$ cat config.mk
export PLATFORM = sky130hd
export DESIGN_NAME = control_unit
export DESIGN_NICKNAME = d
export VERILOG_FILES = /design/src/control_pkg.sv /design/src/control_unit.sv /design/src/ins_decoder.sv /design/src/phase_sequencer.sv
export SDC_FILE = /design/constraint.sdc
export NUM_CORES = 1
export LEC_CHECK = 0
export BUFFER_PORTS_ARGS = -buffer_cell sky130_fd_sc_hd__buf_2
export CORE_ASPECT_RATIO = 0.8
export CORE_MARGIN = 1.5
export CORE_UTILIZATION = 36
export CTS_CLUSTER_DIAMETER = 150
export DETAILED_ROUTE_END_ITERATION = 8
export PLACE_DENSITY = 0.75
export RECOVER_POWER = 100
export SYNTH_ARGS = -nofsm -noshare
export SYNTH_HDL_FRONTEND = slang
export SYNTH_HIERARCHICAL = 1
export SYNTH_SLANG_ARGS = --single-unit
$ cat constraint.sdc
create_clock -name CLK -period 1.61 [get_ports CLK]
set_input_delay 0.161 -clock CLK [delete_from_list [all_inputs] [get_ports CLK]]
set_output_delay 0.161 -clock CLK [all_outputs]
set_load 0.01 [all_outputs]
$ cat src/control_pkg.sv
`default_nettype none

package control_pkg;

    localparam int XLEN = 32;                       // Instruction word width

    //////////////////////////////////////////////////
    // Major opcodes, ins[6:0]

    localparam logic [6:0] OP_LUI    = 7'b0110111;
    localparam logic [6:0] OP_AUIPC  = 7'b0010111;
    localparam logic [6:0] OP_JAL    = 7'b1101111;
    localparam logic [6:0] OP_JALR   = 7'b1100111;
    localparam logic [6:0] OP_BRANCH = 7'b1100011;
    localparam logic [6:0] OP_LOAD   = 7'b0000011;
    localparam logic [6:0] OP_STORE  = 7'b0100011;
    localparam logic [6:0] OP_IMM    = 7'b0010011;
    localparam logic [6:0] OP_REG    = 7'b0110011;

    //////////////////////////////////////////////////
    // Funct3, ins[14:12]

    localparam logic [2:0] F3_ADD  = 3'b000;        // Also SUB and JALR
    localparam logic [2:0] F3_SLL  = 3'b001;
    localparam logic [2:0] F3_SLT  = 3'b010;
    localparam logic [2:0] F3_SLTU = 3'b011;
    localparam logic [2:0] F3_XOR  = 3'b100;
    localparam logic [2:0] F3_SR   = 3'b101;        // SRL or SRA by ins[30]
    localparam logic [2:0] F3_OR   = 3'b110;
    localparam logic [2:0] F3_AND  = 3'b111;

    // Access width of loads and stores
    localparam logic [2:0] F3_B  = 3'b000;
    localparam logic [2:0] F3_H  = 3'b001;
    localparam logic [2:0] F3_W  = 3'b010;
    localparam logic [2:0] F3_BU = 3'b100;
    localparam logic [2:0] F3_HU = 3'b101;

    //////////////////////////////////////////////////
    // Instruction type, for the immediate generator

    localparam logic [2:0] TYPE_NONE = 3'd0;
    localparam logic [2:0] TYPE_R    = 3'd1;
    localparam logic [2:0] TYPE_I    = 3'd2;
    localparam logic [2:0] TYPE_S    = 3'd3;
    localparam logic [2:0] TYPE_B    = 3'd4;
    localparam logic [2:0] TYPE_U    = 3'd5;
    localparam logic [2:0] TYPE_J    = 3'd6;

    //////////////////////////////////////////////////
    // ALU operations

    localparam logic [3:0] ALU_ADD   = 4'd0;
    localparam logic [3:0] ALU_SUB   = 4'd1;
    localparam logic [3:0] ALU_SLL   = 4'd2;
    localparam logic [3:0] ALU_SLT   = 4'd3;
    localparam logic [3:0] ALU_SLTU  = 4'd4;
    localparam logic [3:0] ALU_XOR   = 4'd5;
    localparam logic [3:0] ALU_SRL   = 4'd6;
    localparam logic [3:0] ALU_SRA   = 4'd7;
    localparam logic [3:0] ALU_OR    = 4'd8;
    localparam logic [3:0] ALU_AND   = 4'd9;
    localparam logic [3:0] ALU_COPY2 = 4'd10;       // Pass operand 2

    // Operand and write-back selects
    localparam logic SRC1_RS1    = 1'b0;
    localparam logic SRC1_PC     = 1'b1;
    localparam logic SRC2_RS2    = 1'b0;
    localparam logic SRC2_IMM    = 1'b1;
    localparam logic WSRC_PC4    = 1'b0;            // Link address
    localparam logic WSRC_RESULT = 1'b1;

    //////////////////////////////////////////////////
    // Phases

    localparam logic [2:0] PH_FETCH      = 3'd0;
    localparam logic [2:0] PH_DECODE     = 3'd1;
    localparam logic [2:0] PH_EXECUTE    = 3'd2;
    localparam logic [2:0] PH_MEMORY     = 3'd3;
    localparam logic [2:0] PH_WRITE_BACK = 3'd4;

endpackage

`default_nettype wire

$ cat src/control_unit.sv
`timescale 1ns/1ps
`default_nettype none

module control_unit
    import control_pkg::*;
(
    input  wire             CLK,
    input  wire             RESET,
    input  wire  [XLEN-1:0] ins,                    // Held stable by the datapath
    output logic            stall,
    output logic [2:0]      ins_type,
    output logic            illegal,
    output logic            jump,
    output logic            jump_reg,
    output logic            branch,
    output logic [3:0]      alu_op,
    output logic            alu_src1,
    output logic            alu_src2,
    output logic            mem_read,
    output logic            mem_write,
    output logic            mem_to_reg,
    output logic            write_src,
    output logic            reg_write
);

    // Decoded row, valid every cycle
    logic [2:0] dec_ins_type;
    logic       dec_jump;
    logic       dec_jump_reg;
    logic       dec_branch;
    logic [3:0] dec_alu_op;
    logic       dec_alu_src1;
    logic       dec_alu_src2;
    logic       dec_mem_read;
    logic       dec_mem_write;
    logic       dec_mem_to_reg;
    logic       dec_write_src;
    logic       dec_reg_write;
    logic       dec_illegal;

    ins_decoder ins_decoder_i (
        .ins        (ins),
        .ins_type   (dec_ins_type),
        .jump       (dec_jump),
        .jump_reg   (dec_jump_reg),
        .branch     (dec_branch),
        .alu_op     (dec_alu_op),
        .alu_src1   (dec_alu_src1),
        .alu_src2   (dec_alu_src2),
        .mem_read   (dec_mem_read),
        .mem_write  (dec_mem_write),
        .mem_to_reg (dec_mem_to_reg),
        .write_src  (dec_write_src),
        .reg_write  (dec_reg_write),
        .illegal    (dec_illegal)
    );

    phase_sequencer phase_sequencer_i (
        .CLK            (CLK),
        .RESET          (RESET),
        .row_ins_type   (dec_ins_type),
        .row_jump       (dec_jump),
        .row_jump_reg   (dec_jump_reg),
        .row_branch     (dec_branch),
        .row_alu_op     (dec_alu_op),
        .row_alu_src1   (dec_alu_src1),
        .row_alu_src2   (dec_alu_src2),
        .row_mem_read   (dec_mem_read),
        .row_mem_write  (dec_mem_write),
        .row_mem_to_reg (dec_mem_to_reg),
        .row_write_src  (dec_write_src),
        .row_reg_write  (dec_reg_write),
        .row_illegal    (dec_illegal),
        .stall          (stall),
        .ins_type       (ins_type),
        .illegal        (illegal),
        .jump           (jump),
        .jump_reg       (jump_reg),
        .branch         (branch),
        .alu_op         (alu_op),
        .alu_src1       (alu_src1),
        .alu_src2       (alu_src2),
        .mem_read       (mem_read),
        .mem_write      (mem_write),
        .mem_to_reg     (mem_to_reg),
        .write_src      (write_src),
        .reg_write      (reg_write)
    );

endmodule

`default_nettype wire

$ cat src/ins_decoder.sv
`timescale 1ns/1ps
`default_nettype none

module ins_decoder
    import control_pkg::*;
(
    input  wire  [XLEN-1:0] ins,
    output logic [2:0]      ins_type,
    output logic            jump,
    output logic            jump_reg,
    output logic            branch,
    output logic [3:0]      alu_op,
    output logic            alu_src1,
    output logic            alu_src2,
    output logic            mem_read,
    output logic            mem_write,
    output logic            mem_to_reg,
    output logic            write_src,
    output logic            reg_write,
    output logic            illegal
);

    logic [10:0] key;
    logic [16:0] row;

    assign key = {ins[30], ins[14:12], ins[6:0]};   // Bit 30, funct3, opcode

    assign {ins_type, jump, jump_reg, branch, alu_op, alu_src1, alu_src2,
            mem_read, mem_write, mem_to_reg, write_src, reg_write} = row;

    //////////////////////////////////////////////////
    // Decode table
    // type, jump/jalr/branch, ALU op, src1, src2, mem rd/wr/m2r, write source, reg write

    always_comb
    begin
        row     = '0;
        illegal = 1'b0;
        casez (key)
            {1'b?, 3'b???, OP_LUI}:
                row = {TYPE_U, 3'b000, ALU_COPY2, SRC1_RS1, SRC2_IMM, 3'b000, WSRC_RESULT, 1'b1};
            {1'b?, 3'b???, OP_AUIPC}:
                row = {TYPE_U, 3'b000, ALU_ADD, SRC1_PC, SRC2_IMM, 3'b000, WSRC_RESULT, 1'b1};
            {1'b?, 3'b???, OP_JAL}:
                row = {TYPE_J, 3'b100, ALU_ADD, SRC1_RS1, SRC2_RS2, 3'b000, WSRC_PC4, 1'b1};
            {1'b?, F3_ADD, OP_JALR}:
                row = {TYPE_I, 3'b010, ALU_ADD, SRC1_RS1, SRC2_RS2, 3'b000, WSRC_PC4, 1'b1};
            {1'b?, 3'b???, OP_BRANCH}:                      // Compare done by branch unit
                row = {TYPE_B, 3'b001, ALU_ADD, SRC1_RS1, SRC2_RS2, 3'b000, WSRC_RESULT, 1'b0};
            {1'b?, F3_B, OP_LOAD},
            {1'b?, F3_H, OP_LOAD},
            {1'b?, F3_W, OP_LOAD},
            {1'b?, F3_BU, OP_LOAD},
            {1'b?, F3_HU, OP_LOAD}:
                row = {TYPE_I, 3'b000, ALU_ADD, SRC1_RS1, SRC2_IMM, 3'b101, WSRC_RESULT, 1'b1};
            {1'b?, F3_B, OP_STORE},
            {1'b?, F3_H, OP_STORE},
            {1'b?, F3_W, OP_STORE}:
                row = {TYPE_S, 3'b000, ALU_ADD, SRC1_RS1, SRC2_IMM, 3'b010, WSRC_RESULT, 1'b0};

            // Register-immediate
            {1'b?, F3_ADD, OP_IMM}:                         // ADDI
                row = {TYPE_I, 3'b000, ALU_ADD, SRC1_RS1, SRC2_IMM, 3'b000, WSRC_RESULT, 1'b1};
            {1'b?, F3_SLT, OP_IMM}:                         // SLTI
                row = {TYPE_I, 3'b000, ALU_SLT, SRC1_RS1, SRC2_IMM, 3'b000, WSRC_RESULT, 1'b1};
            {1'b?, F3_SLTU, OP_IMM}:                        // SLTIU
                row = {TYPE_I, 3'b000, ALU_SLTU, SRC1_RS1, SRC2_IMM, 3'b000, WSRC_RESULT, 1'b1};
            {1'b?, F3_XOR, OP_IMM}:                         // XORI
                row = {TYPE_I, 3'b000, ALU_XOR, SRC1_RS1, SRC2_IMM, 3'b000, WSRC_RESULT, 1'b1};
            {1'b?, F3_OR, OP_IMM}:                          // ORI
                row = {TYPE_I, 3'b000, ALU_OR, SRC1_RS1, SRC2_IMM, 3'b000, WSRC_RESULT, 1'b1};
            {1'b?, F3_AND, OP_IMM}:                         // ANDI
                row = {TYPE_I, 3'b000, ALU_AND, SRC1_RS1, SRC2_IMM, 3'b000, WSRC_RESULT, 1'b1};
            {1'b0, F3_SLL, OP_IMM}:                         // SLLI
                row = {TYPE_I, 3'b000, ALU_SLL, SRC1_RS1, SRC2_IMM, 3'b000, WSRC_RESULT, 1'b1};
            {1'b0, F3_SR, OP_IMM}:                          // SRLI
                row = {TYPE_I, 3'b000, ALU_SRL, SRC1_RS1, SRC2_IMM, 3'b000, WSRC_RESULT, 1'b1};
            {1'b1, F3_SR, OP_IMM}:                          // SRAI
                row = {TYPE_I, 3'b000, ALU_SRA, SRC1_RS1, SRC2_IMM, 3'b000, WSRC_RESULT, 1'b1};

            // Register-register
            {1'b0, F3_ADD, OP_REG}:                         // ADD
                row = {TYPE_R, 3'b000, ALU_ADD, SRC1_RS1, SRC2_RS2, 3'b000, WSRC_RESULT, 1'b1};
            {1'b1, F3_ADD, OP_REG}:                         // SUB
                row = {TYPE_R, 3'b000, ALU_SUB, SRC1_RS1, SRC2_RS2, 3'b000, WSRC_RESULT, 1'b1};
            {1'b0, F3_SLL, OP_REG}:                         // SLL
                row = {TYPE_R, 3'b000, ALU_SLL, SRC1_RS1, SRC2_RS2, 3'b000, WSRC_RESULT, 1'b1};
            {1'b?, F3_SLT, OP_REG}:                         // SLT
                row = {TYPE_R, 3'b000, ALU_SLT, SRC1_RS1, SRC2_RS2, 3'b000, WSRC_RESULT, 1'b1};
            {1'b?, F3_SLTU, OP_REG}:                        // SLTU
                row = {TYPE_R, 3'b000, ALU_SLTU, SRC1_RS1, SRC2_RS2, 3'b000, WSRC_RESULT, 1'b1};
            {1'b?, F3_XOR, OP_REG}:                         // XOR
                row = {TYPE_R, 3'b000, ALU_XOR, SRC1_RS1, SRC2_RS2, 3'b000, WSRC_RESULT, 1'b1};
            {1'b0, F3_SR, OP_REG}:                          // SRL
                row = {TYPE_R, 3'b000, ALU_SRL, SRC1_RS1, SRC2_RS2, 3'b000, WSRC_RESULT, 1'b1};
            {1'b1, F3_SR, OP_REG}:                          // SRA
                row = {TYPE_R, 3'b000, ALU_SRA, SRC1_RS1, SRC2_RS2, 3'b000, WSRC_RESULT, 1'b1};
            {1'b?, F3_OR, OP_REG}:                          // OR
                row = {TYPE_R, 3'b000, ALU_OR, SRC1_RS1, SRC2_RS2, 3'b000, WSRC_RESULT, 1'b1};
            {1'b?, F3_AND, OP_REG}:                         // AND
                row = {TYPE_R, 3'b000, ALU_AND, SRC1_RS1, SRC2_RS2, 3'b000, WSRC_RESULT, 1'b1};

            default:
                illegal = 1'b1;                             // Row stays all zero
        endcase
    end

endmodule

`default_nettype wire

$ cat src/phase_sequencer.sv
`timescale 1ns/1ps
`default_nettype none

module phase_sequencer
    import control_pkg::*;
(
    input  wire        CLK,
    input  wire        RESET,
    input  wire  [2:0] row_ins_type,
    input  wire        row_jump,
    input  wire        row_jump_reg,
    input  wire        row_branch,
    input  wire  [3:0] row_alu_op,
    input  wire        row_alu_src1,
    input  wire        row_alu_src2,
    input  wire        row_mem_read,
    input  wire        row_mem_write,
    input  wire        row_mem_to_reg,
    input  wire        row_write_src,
    input  wire        row_reg_write,
    input  wire        row_illegal,
    output logic       stall,
    output logic [2:0] ins_type,
    output logic       illegal,
    output logic       jump,
    output logic       jump_reg,
    output logic       branch,
    output logic [3:0] alu_op,
    output logic       alu_src1,
    output logic       alu_src2,
    output logic       mem_read,
    output logic       mem_write,
    output logic       mem_to_reg,
    output logic       write_src,
    output logic       reg_write
);

    logic [2:0] phase;
    logic [2:0] phase_next;
    logic       in_decode;
    logic       in_execute;
    logic       in_memory;
    logic       in_write_back;

    //////////////////////////////////////////////////
    // Phase register

    always_comb
    begin
        case (phase)
            PH_FETCH:
                phase_next = PH_DECODE;
            PH_DECODE:
                phase_next = row_illegal ? PH_FETCH : PH_EXECUTE;   // Abort unknown encodings
            PH_EXECUTE:
            begin
                if (row_mem_read || row_mem_write)
                    phase_next = PH_MEMORY;
                else if (row_reg_write)
                    phase_next = PH_WRITE_BACK;
                else
                    phase_next = PH_FETCH;                          // Branches end here
            end
            PH_MEMORY:
                phase_next = row_reg_write ? PH_WRITE_BACK : PH_FETCH;
            default:
                phase_next = PH_FETCH;                              // Write-back and spare codes
        endcase
    end

    always_ff @(posedge CLK)
    begin
        if (RESET)
            phase <= PH_FETCH;
        else
            phase <= phase_next;
    end

    //////////////////////////////////////////////////
    // Output gating, each field only in its own phase

    assign stall         = (phase != PH_FETCH);
    assign in_decode     = (phase == PH_DECODE);
    assign in_execute    = (phase == PH_EXECUTE);
    assign in_memory     = (phase == PH_MEMORY);
    assign in_write_back = (phase == PH_WRITE_BACK);

    assign ins_type   = stall ? row_ins_type : TYPE_NONE;
    assign illegal    = in_decode & row_illegal;

    assign jump       = in_execute & row_jump;
    assign jump_reg   = in_execute & row_jump_reg;
    assign branch     = in_execute & row_branch;
    assign alu_op     = in_execute ? row_alu_op : 4'd0;
    assign alu_src1   = in_execute & row_alu_src1;
    assign alu_src2   = in_execute & row_alu_src2;

    assign mem_read   = in_memory & row_mem_read;
    assign mem_write  = in_memory & row_mem_write;

    assign mem_to_reg = in_write_back & row_mem_to_reg;
    assign write_src  = in_write_back & row_write_src;
    assign reg_write  = in_write_back & row_reg_write;

endmodule

`default_nettype wire

==> summary.txt <==
Placement
  • Port Buffers: 31
  • Post-DP HPWL: 1.91 mm
  • Cells after DPL: 183
  • Gpl congestion: 0.862
  • Post-DP Area: 1090 um2

Clock network
  • CTS root buffer: clkbuf_4
  • CTS Buf Count: 3
  • Reg clk slew, reported paths: 0.04 ns
  • CTS tree: yes
  • Post-cts hold buffer count: 0
  • Clock sinks: 3
  • CTS HTree Levels: 1
  • Bufs on Longest Clock Path: 2
  • Worst-Skew Late Latency: 0.23 ns

Critical path
  • Crit Path Max Fanout: 4
  • CP startpoint: ins[3]
  • Reg2reg path depth: 2
  • Crit path buf inv count: 3
  • Worst path cell trace: buf_2, nand3b_4, buf_4, or2_2, a21o_1, nand3_1, and3_2, buf_6
  • Crit path to: reg_write
  • Crit path launch type: input port
  • Largest stage delay, worst path: 0.33 ns
  • Crit path DAT: 1.51 ns
  • Critical Path RT: 1.45 ns
  • Worst path depth: 8
  • Worst path top cell family by delay: simple AND/OR/NAND/NOR gates
  • Critical Path End Type: output pin
  • CP max-delay cell: or2_2
  • Critical path class: in2out
  • Worst r2r src: phase_sequencer_i/phase[1]$_SDFF_PP0_
  • Reg2reg end: phase_sequencer_i/phase[2]$_SDFF_PP0_
  • Worst reg2reg setup slack: 0.41 ns

Logic synthesis
  • Synth top area share: 8.53%
  • Sequential cell area fraction in the yosys report: 8.19%
  • Yosys top cell by area: and2_1
  • Asr flop ratio synth: 0%
  • #FFs+latches synth: 3
  • Count of different cell masters after synthesis: 41
  • Top post-synthesis cells by area: and2_1 8.5%, dfxtp_1 8.2%, and2b_2 6.0%, nor2_1 5.6%, a21oi_1 5.5%
  • Avg Cell Area, Syn: 6.85 um2
  • Synth Flop Type: dfxtp_1
  • Synthesized net count: 141
  • Synth Warn #: 6
  • Number of synthesized flops with an enable pin: 0
  • Synth Instances: 107
  • Mapped Area: 733 um2

STA
  • Setup Skew: 0.00425 ns
  • Fin. Hold Viols: 0
  • RSZ-0062 raised after global routing: yes
  • Final worst setup slack: -0.0580 ns
  • Highest clock rate: 600 MHz
  • Max-slew violation count: 0
  • Final period util: 104%
  • Setup-failing EPs final: 4
  • Slew @ Worst Pin: 0.379 ns
  • Tmin final: 1.67 ns
  • Relative slew slack: 74.5%

Floorplan
  • Initial Utilization: 38.8%
  • I/O pin total: 53
  • Core Area: 1890 um2
  • FP Rows: 14
  • Die height: 43.4 um
  • Die area: 2320 um2
  • Die X: 53.5 um

Detailed routing
  • ANT nets after route: 0
  • WL final: 2.75 mm
  • Via/cell ratio: 5.46
  • Drt pass-1 iters: 4
  • Avg WL per Cell: 14.6 um
  • Via count: 1026
  • Initial detailed-routing violation count: 53
  • Remaining DRCs: 0

Power
  • Worst VDD drop: 0.000310 V
  • PwrDens: 324 nW/um2
  • Pleak: 0.617 nW
  • Total power: 0.000394 W

Worst hold path
  • Type of the tightest min-delay check: in2reg

Layout
  • Commonest non-fill, non-tap cells in the layout: 28 x buf_2, 28 x buf_4, 11 x nor2_1, 10 x and2_1, 7 x a21oi_1
  • Leading registers by flop count: phase_sequencer_i/phase x3
  • Non-Filler Instances: 188
  • Number of flip-flops in the largest register: 3
  • Area Growth Syn to Fin: 65.9%
  • Antenna cells: 0
  • Biggest register: phase_sequencer_i/phase
  • Design Area, Final: 1220 um2
  • Layout cell share with drive strength beyond 1: 56.1%
  • Final #Nets: 199

Global route
  • Antenna violations before repair: 0
  • First-pass GRT wire length: 4.00 mm
  • Global-route usage over all layers: 22.8%
  • Vias in the first global route: 924
  • Largest net degree at the start of global routing: 10
  • GRT overflow: 0

Outcome
  • Failing checks: negative setup slack
  • Outcome: finished with violations

Job
  • Max-Cap Viols: 0
==> cells by family after synthesis <==
kind of cell,after synthesis,synth area share [%]
simple gates,68,58.4
compound gates,26,26.1
buf+inv,9,5.80
flops,3,8.19
mux,1,1.54
==> metrics by stage <==
step	util (%)	setup WS, ns	setup TNS (ns)	hold WS [ns]
2_1_floorplan	-	0.00205	0	0.232
3_3_place_gp	57.6	-0.152	-0.579	0.374
3_5_place_dp	57.6	-0.344	-0.899	0.384
4_1_cts	61.0	-0.0129	-0.0129	0.139
5_1_grt	64.3	-0.127	-0.612	0.140
6_report	64.3	-0.0580	-0.115	0.152
==> how the worst min path moves through the flow <==
stage	cells past startpoint	slack [ns]	startpoint	endpoint
2_1_floorplan	1	0.23	RESET	phase_sequencer_i/phase[1]$_SDFF_PP0_
3_3_place_gp	2	0.37	RESET	phase_sequencer_i/phase[1]$_SDFF_PP0_
3_5_place_dp	2	0.38	RESET	phase_sequencer_i/phase[1]$_SDFF_PP0_
4_1_cts	2	0.14	RESET	phase_sequencer_i/phase[1]$_SDFF_PP0_
5_1_grt	2	0.14	RESET	phase_sequencer_i/phase[1]$_SDFF_PP0_
6_report	2	0.15	RESET	phase_sequencer_i/phase[1]$_SDFF_PP0_
==> cell type report <==
cell class	count	area, um2
tap	24	30.0
multi-input combinational	95	712
timing repair buffer	59	377
clock buffer	4	26.3
inverter	3	11.3
sequential	3	60.1
fill	152	676
==> Yosys cell counts, types with 2 or more instances <==
cell       n
buf_2      4
and2b_2    5
nor2_1    11
or3_1      2
and2_1    10
and3_1     3
nand3_1    4
nand2_1    5
dfxtp_1    3
a21oi_1    8
and3_2     3
nor2b_1    2
o21ai_0    2
a21o_2     2
a21o_1     3
nand2b_1   5
nor3_1     7
inv_1      3
nor3b_1    2
or2_1      2
==> repair_timing <==
action | in CTS | in global routing
setup endpoints to repair | 8 | 10
pin swaps | 0 | 3
gates resized for setup | 9 | 10
setup buffers | 0 | 1
==> per-layer routing <==
layer  vias to the layer above  global-route usage, %  wire (um)
li1                        501                      -          -
met1                       480                   28.9       1160
met2                        37                   39.5       1380
met3                         8                   4.48        129
met4                         0                   5.64         73
met5                         -                      0          0
==> where the power goes <==
group,switching (W),internal (W),leakage (nW)
sequential,0.00000594,0.0000769,0.0245
combinational,0.0000933,0.0000871,0.577
clock,0.0000376,0.0000928,0.0150
(Power assumes the default switching activity.)
